==> src/rtl/rs_pkg.sv <==
package rs_pkg;

  // Reorder-buffer tag and operand widths
  localparam int TAG_W = 4;
  localparam int DATA_W = 32;

  // Entries per reservation station
  localparam int RS_DEPTH = 4;
  localparam int RS_IDX_W = 2;

  // Opcodes seen by the issue stage
  typedef enum logic [2:0] {
    OP_ADD   = 3'd0,
    OP_SUB   = 3'd1,
    OP_AND   = 3'd2,
    OP_OR    = 3'd3,
    OP_LOAD  = 3'd4,
    OP_STORE = 3'd5
  } rs_op_e;

  // Source operand, either a value or the tag it waits for
  typedef struct packed {
    logic              valid;
    logic [TAG_W-1:0]  tag;
    logic [DATA_W-1:0] value;
  } rs_operand_t;

  // One station slot
  typedef struct packed {
    logic             busy;
    rs_op_e           op;
    rs_operand_t      a;
    rs_operand_t      b;
    logic [TAG_W-1:0] dst_tag;
  } rs_entry_t;

  // Load and store go to the load/store station
  function automatic logic is_mem_op(rs_op_e op);
    return (op == OP_LOAD) || (op == OP_STORE);
  endfunction

endpackage

==> src/rtl/rs_dispatch_if.sv <==
`timescale 1ns/1ps

interface rs_dispatch_if
  import rs_pkg::*;
();

  logic             valid;
  logic             ready;
  rs_op_e           op;
  rs_operand_t      a;
  rs_operand_t      b;
  logic [TAG_W-1:0] dst_tag;

  // Router side
  modport src (
    output valid, op, a, b, dst_tag,
    input  ready
  );

  // Station side
  modport dst (
    input  valid, op, a, b, dst_tag,
    output ready
  );

endinterface

==> src/rtl/rs_issue_if.sv <==
`timescale 1ns/1ps

interface rs_issue_if
  import rs_pkg::*;
();

  logic              valid;
  logic              ready;
  rs_op_e            op;
  logic [DATA_W-1:0] a_value;
  logic [DATA_W-1:0] b_value;
  logic [TAG_W-1:0]  dst_tag;

  // Station offers, arbiter grants
  modport src (
    output valid, op, a_value, b_value, dst_tag,
    input  ready
  );

  modport dst (
    input  valid, op, a_value, b_value, dst_tag,
    output ready
  );

endinterface

==> src/rtl/dispatch_router.sv <==
`timescale 1ns/1ps

module dispatch_router
  import rs_pkg::*;
(
  input  logic              dispatch_valid,
  input  rs_op_e            dispatch_op,
  input  logic              dispatch_a_valid,
  input  logic [TAG_W-1:0]  dispatch_a_tag,
  input  logic [DATA_W-1:0] dispatch_a_value,
  input  logic              dispatch_b_valid,
  input  logic [TAG_W-1:0]  dispatch_b_tag,
  input  logic [DATA_W-1:0] dispatch_b_value,
  input  logic [TAG_W-1:0]  dispatch_dst_tag,
  output logic              dispatch_ready,
  rs_dispatch_if.src        alu_port,
  rs_dispatch_if.src        ls_port
);

  logic        mem_class;
  rs_operand_t opnd_a;
  rs_operand_t opnd_b;

  assign mem_class = is_mem_op(dispatch_op);
  assign opnd_a = '{valid: dispatch_a_valid, tag: dispatch_a_tag, value: dispatch_a_value};
  assign opnd_b = '{valid: dispatch_b_valid, tag: dispatch_b_tag, value: dispatch_b_value};

  // Only the station of the opcode class sees valid
  assign alu_port.valid   = dispatch_valid & ~mem_class;
  assign alu_port.op      = dispatch_op;
  assign alu_port.a       = opnd_a;
  assign alu_port.b       = opnd_b;
  assign alu_port.dst_tag = dispatch_dst_tag;

  assign ls_port.valid   = dispatch_valid & mem_class;
  assign ls_port.op      = dispatch_op;
  assign ls_port.a       = opnd_a;
  assign ls_port.b       = opnd_b;
  assign ls_port.dst_tag = dispatch_dst_tag;

  assign dispatch_ready = mem_class ? ls_port.ready : alu_port.ready;

endmodule

==> src/rtl/reservation_station.sv <==
`timescale 1ns/1ps

module reservation_station
  import rs_pkg::*;
(
  input  logic              in_clk,
  input  logic              in_rst_n,
  input  logic              flush,
  rs_dispatch_if.dst        disp,
  input  logic              cdb_valid,
  input  logic [TAG_W-1:0]  cdb_tag,
  input  logic [DATA_W-1:0] cdb_value,
  rs_issue_if.src           issue
);

  rs_entry_t            entries [RS_DEPTH];
  logic [RS_IDX_W-1:0]  free_idx;
  logic                 has_free;
  logic [RS_IDX_W-1:0]  ready_idx;
  logic                 has_ready;
  logic                 accept;
  logic                 grant;

  // Picks up a broadcast value for an operand still waiting on its tag
  function automatic rs_operand_t snoop_cdb(rs_operand_t opnd);
    rs_operand_t res;
    res = opnd;
    if (cdb_valid && !opnd.valid && (opnd.tag == cdb_tag)) begin
      res.valid = 1'b1;
      res.value = cdb_value;
    end
    return res;
  endfunction

  // Lowest free slot
  always_comb begin
    free_idx = '0;
    has_free = 1'b0;
    for (int i = RS_DEPTH - 1; i >= 0; i--) begin
      if (!entries[i].busy) begin
        free_idx = RS_IDX_W'(i);
        has_free = 1'b1;
      end
    end
  end

  // Lowest slot with both operands present
  always_comb begin
    ready_idx = '0;
    has_ready = 1'b0;
    for (int i = RS_DEPTH - 1; i >= 0; i--) begin
      if (entries[i].busy && entries[i].a.valid && entries[i].b.valid) begin
        ready_idx = RS_IDX_W'(i);
        has_ready = 1'b1;
      end
    end
  end

  // No new entry is taken in a flush cycle
  assign disp.ready = has_free & ~flush;
  assign accept     = disp.valid & disp.ready;

  // Issue offer straight from the selected slot
  assign issue.valid   = has_ready;
  assign issue.op      = entries[ready_idx].op;
  assign issue.a_value = entries[ready_idx].a.value;
  assign issue.b_value = entries[ready_idx].b.value;
  assign issue.dst_tag = entries[ready_idx].dst_tag;
  assign grant         = issue.valid & issue.ready;

  always_ff @(posedge in_clk or negedge in_rst_n) begin
    if (!in_rst_n) begin
      for (int i = 0; i < RS_DEPTH; i++) begin
        entries[i] <= '0;
      end
    end else if (flush) begin
      for (int i = 0; i < RS_DEPTH; i++) begin
        entries[i].busy <= 1'b0;
      end
    end else begin
      // Wakeup of waiting operands
      for (int i = 0; i < RS_DEPTH; i++) begin
        if (entries[i].busy) begin
          entries[i].a <= snoop_cdb(entries[i].a);
          entries[i].b <= snoop_cdb(entries[i].b);
        end
      end
      if (grant) begin
        entries[ready_idx].busy <= 1'b0;
      end
      // Free slot is never the granted one, so both can happen together
      if (accept) begin
        entries[free_idx] <= '{
          busy:    1'b1,
          op:      disp.op,
          a:       snoop_cdb(disp.a),
          b:       snoop_cdb(disp.b),
          dst_tag: disp.dst_tag
        };
      end
    end
  end

endmodule

==> src/rtl/issue_arbiter.sv <==
`timescale 1ns/1ps

module issue_arbiter
  import rs_pkg::*;
(
  input  logic              in_clk,
  input  logic              in_rst_n,
  input  logic              flush,
  rs_issue_if.dst           alu,
  rs_issue_if.dst           ls,
  output logic              issue_valid,
  output rs_op_e            issue_op,
  output logic [DATA_W-1:0] issue_a,
  output logic [DATA_W-1:0] issue_b,
  output logic [TAG_W-1:0]  issue_dst_tag,
  input  logic              issue_ready
);

  logic can_load;

  // Output stage is empty or drains this cycle
  assign can_load = ~issue_valid | issue_ready;

  // Load/store first, ALU stalls while load/store offers
  assign ls.ready  = can_load & ~flush;
  assign alu.ready = can_load & ~flush & ~ls.valid;

  always_ff @(posedge in_clk or negedge in_rst_n) begin
    if (!in_rst_n) begin
      issue_valid <= 1'b0;
    end else if (flush) begin
      issue_valid <= 1'b0;
    end else if (can_load) begin
      issue_valid <= ls.valid | alu.valid;
    end
  end

  always_ff @(posedge in_clk) begin
    if (ls.valid && ls.ready) begin
      issue_op      <= ls.op;
      issue_a       <= ls.a_value;
      issue_b       <= ls.b_value;
      issue_dst_tag <= ls.dst_tag;
    end else if (alu.valid && alu.ready) begin
      issue_op      <= alu.op;
      issue_a       <= alu.a_value;
      issue_b       <= alu.b_value;
      issue_dst_tag <= alu.dst_tag;
    end
  end

endmodule

==> src/rtl/rs_top.sv <==
`timescale 1ns/1ps

module rs_top
  import rs_pkg::*;
(
  input  logic              in_clk,
  input  logic              in_rst_n,
  input  logic              flush,
  input  logic              dispatch_valid,
  input  rs_op_e            dispatch_op,
  input  logic              dispatch_a_valid,
  input  logic [TAG_W-1:0]  dispatch_a_tag,
  input  logic [DATA_W-1:0] dispatch_a_value,
  input  logic              dispatch_b_valid,
  input  logic [TAG_W-1:0]  dispatch_b_tag,
  input  logic [DATA_W-1:0] dispatch_b_value,
  input  logic [TAG_W-1:0]  dispatch_dst_tag,
  output logic              dispatch_ready,
  input  logic              cdb_valid,
  input  logic [TAG_W-1:0]  cdb_tag,
  input  logic [DATA_W-1:0] cdb_value,
  output logic              issue_valid,
  output rs_op_e            issue_op,
  output logic [DATA_W-1:0] issue_a,
  output logic [DATA_W-1:0] issue_b,
  output logic [TAG_W-1:0]  issue_dst_tag,
  input  logic              issue_ready
);

  rs_dispatch_if alu_disp ();
  rs_dispatch_if ls_disp ();
  rs_issue_if    alu_issue ();
  rs_issue_if    ls_issue ();

  dispatch_router i_dispatch_router (
    .dispatch_valid   (dispatch_valid),
    .dispatch_op      (dispatch_op),
    .dispatch_a_valid (dispatch_a_valid),
    .dispatch_a_tag   (dispatch_a_tag),
    .dispatch_a_value (dispatch_a_value),
    .dispatch_b_valid (dispatch_b_valid),
    .dispatch_b_tag   (dispatch_b_tag),
    .dispatch_b_value (dispatch_b_value),
    .dispatch_dst_tag (dispatch_dst_tag),
    .dispatch_ready   (dispatch_ready),
    .alu_port         (alu_disp),
    .ls_port          (ls_disp)
  );

  // Both stations snoop the same CDB
  reservation_station alu_station (
    .in_clk    (in_clk),
    .in_rst_n  (in_rst_n),
    .flush     (flush),
    .disp      (alu_disp),
    .cdb_valid (cdb_valid),
    .cdb_tag   (cdb_tag),
    .cdb_value (cdb_value),
    .issue     (alu_issue)
  );

  reservation_station ls_station (
    .in_clk    (in_clk),
    .in_rst_n  (in_rst_n),
    .flush     (flush),
    .disp      (ls_disp),
    .cdb_valid (cdb_valid),
    .cdb_tag   (cdb_tag),
    .cdb_value (cdb_value),
    .issue     (ls_issue)
  );

  issue_arbiter i_issue_arbiter (
    .in_clk        (in_clk),
    .in_rst_n      (in_rst_n),
    .flush         (flush),
    .alu           (alu_issue),
    .ls            (ls_issue),
    .issue_valid   (issue_valid),
    .issue_op      (issue_op),
    .issue_a       (issue_a),
    .issue_b       (issue_b),
    .issue_dst_tag (issue_dst_tag),
    .issue_ready   (issue_ready)
  );

endmodule

==> config.mk <==
export PLATFORM = sky130hd
export DESIGN_NAME = rs_top
export DESIGN_NICKNAME = d
export VERILOG_FILES = /design/src/rtl/rs_pkg.sv /design/src/rtl/rs_dispatch_if.sv /design/src/rtl/rs_issue_if.sv /design/src/rtl/dispatch_router.sv /design/src/rtl/reservation_station.sv /design/src/rtl/issue_arbiter.sv /design/src/rtl/rs_top.sv
export SDC_FILE = /design/constraint.sdc
export NUM_CORES = 2
export LEC_CHECK = 0
export BUFFER_PORTS_ARGS = -buffer_cell sky130_fd_sc_hd__buf_2
export CORE_MARGIN = 2
export CORE_UTILIZATION = 25
export CTS_CLUSTER_SIZE = 24
export DETAILED_ROUTE_END_ITERATION = 10
export PLACE_DENSITY = 0.43
export SETUP_SLACK_MARGIN = 0.5
export SLEW_MARGIN = 20
export SYNTH_ARGS = -nofsm -noshare
export SYNTH_HDL_FRONTEND = slang
export SYNTH_HIERARCHICAL = 1
export SYNTH_SLANG_ARGS = --single-unit
export TNS_END_PERCENT = 5
==> constraint.sdc <==
create_clock -name in_clk -period 4.4 [get_ports in_clk]
set_input_delay 0.88 -clock in_clk [delete_from_list [all_inputs] [get_ports in_clk]]
set_output_delay 0.88 -clock in_clk [all_outputs]
set_load 0.02 [all_outputs]
==> results.yml <==
worst_setup_path:
  worst_ep_arrival_time_ps: 3860
  end_kind: "flop"
  required_ps: 4830
  setup.worst_path.class: "reg2reg"
  r2r_cells: 6
  setup.worst_path.start_class: "flop"
  critPathMaxFanout: 71
detailed_routing:
  first_iter_violations: 3220
  dr.pass1.iters: 5
  remaining_drc_errors: 0
  vias_per_cell: 5.71
  routed_wirelength_um: 176000
  wire_per_inst_um: 31.6
  ant_nets: 0
  vias: 31700
timing:
  slew_violations: 0
  finalHoldViolations: 0
  fin_crit_ps: 3430
  fin_skew_ps: 20.5
  timing.final.crit_share_pct: 77.9
  tightest_slew_ps: 1230
  maxSlewHeadroom_pct: 18.0
  finalSetupTns_ps: 0
  rsz0062_at_grt: "no"
  final-setup-viol-count: 0
  timing.hold.ws_ps: 156
  fmax_ghz: 0.292
logic_synthesis:
  synth_commonest_cells: "657 x dfrtp_1, 476 x nand2_1, 324 x or3_1"
  synth.avg_cell_area_sq_um: 10.7
  synthDominantCellAreaShare_pct: 43.2
  synth.most_common_cell: "dfrtp_1"
  synth_top_area_cell: "dfrtp_1"
  synth.area.top_cells: "dfrtp_1 43%, o221a_2 9.4%, edfxtp_1 5.6%"
  synth_ff_type: "dfrtp_1"
  ys_ff_latch: 728
  yosysWarningCount: 6
  syn_inst: 3562
  synth_edf_count: 71
  ys_types: 58
  synth_seq_area_share_pct: 48.7
  netlist_area_sq_mm: 0.0381
  ys_async_sr_fraction_pct: 90.2
  synth_nets: 3685
final_layout:
  multi_input_area_sq_mm: 0.0167
  synthToLayoutAreaGrowth_pct: 13.1
  fin_nets: 3578
  ff_latch_area_sq_mm: 0.0186
  fillers: 15900
  drive_above_1_share_pct: 25.9
pwr:
  peakVddDrop_v: 0.000269
  clkPwrFrac_pct: 40.3
  p_switching_mw: 5.25
  switching_share_pct: 27.7
  leakagePower_nw: 17.7
  power.internal_mw: 13.7
  p_comb_share_pct: 15.9
  power_density_mw_per_mm2: 440
  pwr-share-seq_pct: 43.7
clock_network:
  clock_latency_ps: 710
  root_buffer: "clkbuf_16"
  h-tree-depth: 3
  clk_pin_slew_ps: 60
  cts_buffers: 87
  ctsResizeCount: 0
  post-cts-setup-buffers: 0
  cts_sinks: 728
  clk_path_buf_depth: 3
  cts_hold_buffers: 0
  tritoncts: "done"
floorplan:
  chipWidth_um: 394
  core.rowCount: 143
  dieHeight_um: 394
  start_util_pct: 25.1
  dieArea_sq_mm: 0.156
  boundaryPins: 196
  coreArea_sq_mm: 0.152
global_route:
  grt_overflow_total: 0
  grt_pass1_vias: 31700
  grt_usage_pct: 21.9
  antenna_found_initial: 28
  grt_start_max_net_pins: 111
  grt_pass1_wl_um: 250000
place:
  gp_congestion: 0.800
  place_hpwl_um: 105000
  portBuffers: 195
hold_path:
  hold_class: "in2async"
outcome:
  status: "complete, no violations"
job:
  max-cap-violations: 0
-- registers in the layout, indices dropped and copies added (netlist names) --
register and count:
alu_station/entries 328, i_issue_arbiter/issue_op 3, i_issue_arbiter/issue_a 32, i_issue_arbiter/issue_dst_tag 4
ls_station/entries 328, i_issue_arbiter/issue_valid 1, i_issue_arbiter/issue_b 32
-- routing by layer --
| metal | track usage [%] | part of all wire [%] | vias up |
|---|---|---|---|
| li1 | - | - | 13200 |
| met1 | 30.3 | 44 | 16800 |
| met2 | 34.4 | 46 | 1412 |
| met3 | 3.91 | 6.5 | 311 |
| met4 | 7.62 | 3.6 | 22 |
| met5 | 0 | 0.074 | - |
-- critical path, stage by stage, from the launching register on --
cell	delay (ps)
dfrtp_1	510
nand3_2	130
buf_4	780
nand4_1	430
nand3b_4	200
buf_12	580
mux2_4	420
-- final cells by class --
type / instances / area share [%]
flip-flops and latches: 728 / 43.1
multi-input cells: 2260 / 38.8
well taps: 2030 / 5.90
clock buffers: 115 / 5.54
repair buffers: 312 / 4.82
clock inverters: 46 / 1.23
inverters: 66 / 0.575
diodes: 5 / 0.0290
-- metrics by stage --
step | instance area (sq um) | setup slack, ps | power (mW) | instances | util (%)
final | 43100 | 974 | 19.0 | 5562 | 28.4
after CTS | 43100 | 1050 | 19.1 | 5557 | 28.4
after floorplan | 38100 | 833 | 10.4 | 3562 | -
after global placement | 40200 | 815 | 11.4 | 5396 | 26.5
after global routing | 43100 | 944 | 19.7 | 5560 | 28.4
after detailed placement | 40200 | 797 | 11.4 | 5396 | 26.5
-- logic make-up (layout without fill, tap and decap cells) --
| group | after synthesis | count (layout) | share of synthesized area, % |
|---|---|---|---|
| compound gates | 1097 | 1097 | 24.4 |
| mux | 74 | 74 | 2.88 |
| other cells | 0 | 5 | 0 |
| xor+xnor | 80 | 80 | 1.84 |
| simple gates | 1009 | 1009 | 13.4 |
| flops | 728 | 728 | 48.7 |
| buf+inv | 574 | 539 | 8.67 |
-- power groups by stage --
| stage | combinational (mW) | sequential (mW) | clock [mW] |
|---|---|---|---|
| after floorplan | 2.11 | 8.28 | 0 |
| after global placement | 2.99 | 8.39 | 0 |
| after detailed placement | 3.03 | 8.40 | 0 |
| after CTS | 3.03 | 8.29 | 7.79 |
| after global routing | 3.25 | 8.40 | 8.07 |
| final | 3.02 | 8.30 | 7.65 |
-- cells in the final DEF, fill, tap and decap left out, types with 7 or more instances in the layout --
master / synthesis / final
a21oi_1: 235 / 225
a21oi_4: 0 / 10
a221o_1: 90 / 90
a22oi_1: 104 / 104
buf_12: 8 / 17
buf_2: 70 / 194
buf_4: 168 / 100
bufinv_16: 0 / 10
clkbuf_1: 192 / 21
clkbuf_16: 0 / 90
clkinv_1: 0 / 8
clkinv_2: 0 / 22
dfrtp_1: 657 / 657
edfxtp_1: 71 / 71
inv_1: 66 / 66
mux2_4: 71 / 71
nand2_1: 476 / 470
nand3_1: 114 / 112
nor2_1: 18 / 11
nor2_4: 0 / 7
nor3_1: 8 / 8
o21a_1: 64 / 64
o21ai_0: 58 / 58
o221a_2: 318 / 318
o32a_1: 76 / 76
o32ai_1: 128 / 128
or2_2: 4 / 8
or3_1: 324 / 322
xnor2_1: 56 / 56
xor2_1: 24 / 24
-- path summary, 6_finish.rpt --
path	from	end	slack, ps
max reg2reg	ls_station/entries[245]$_DFF_PN0_	i_issue_arbiter/issue_a[31]$_DFFE_PP_	970
min in group in_clk	ls_station/entries[167]$_DFFE_PN0P_	ls_station/entries[167]$_DFFE_PN0P_	470
max in group asynchronous	in_rst_n	alu_station/entries[78]$_DFFE_PN0P_	3060
max	ls_station/entries[245]$_DFF_PN0_	i_issue_arbiter/issue_a[31]$_DFFE_PP_	970
min	in_rst_n	alu_station/entries[16]$_DFFE_PN0N_	160
min reg2reg	ls_station/entries[167]$_DFFE_PN0P_	ls_station/entries[167]$_DFFE_PN0P_	470
(Power assumes the default switching activity.)
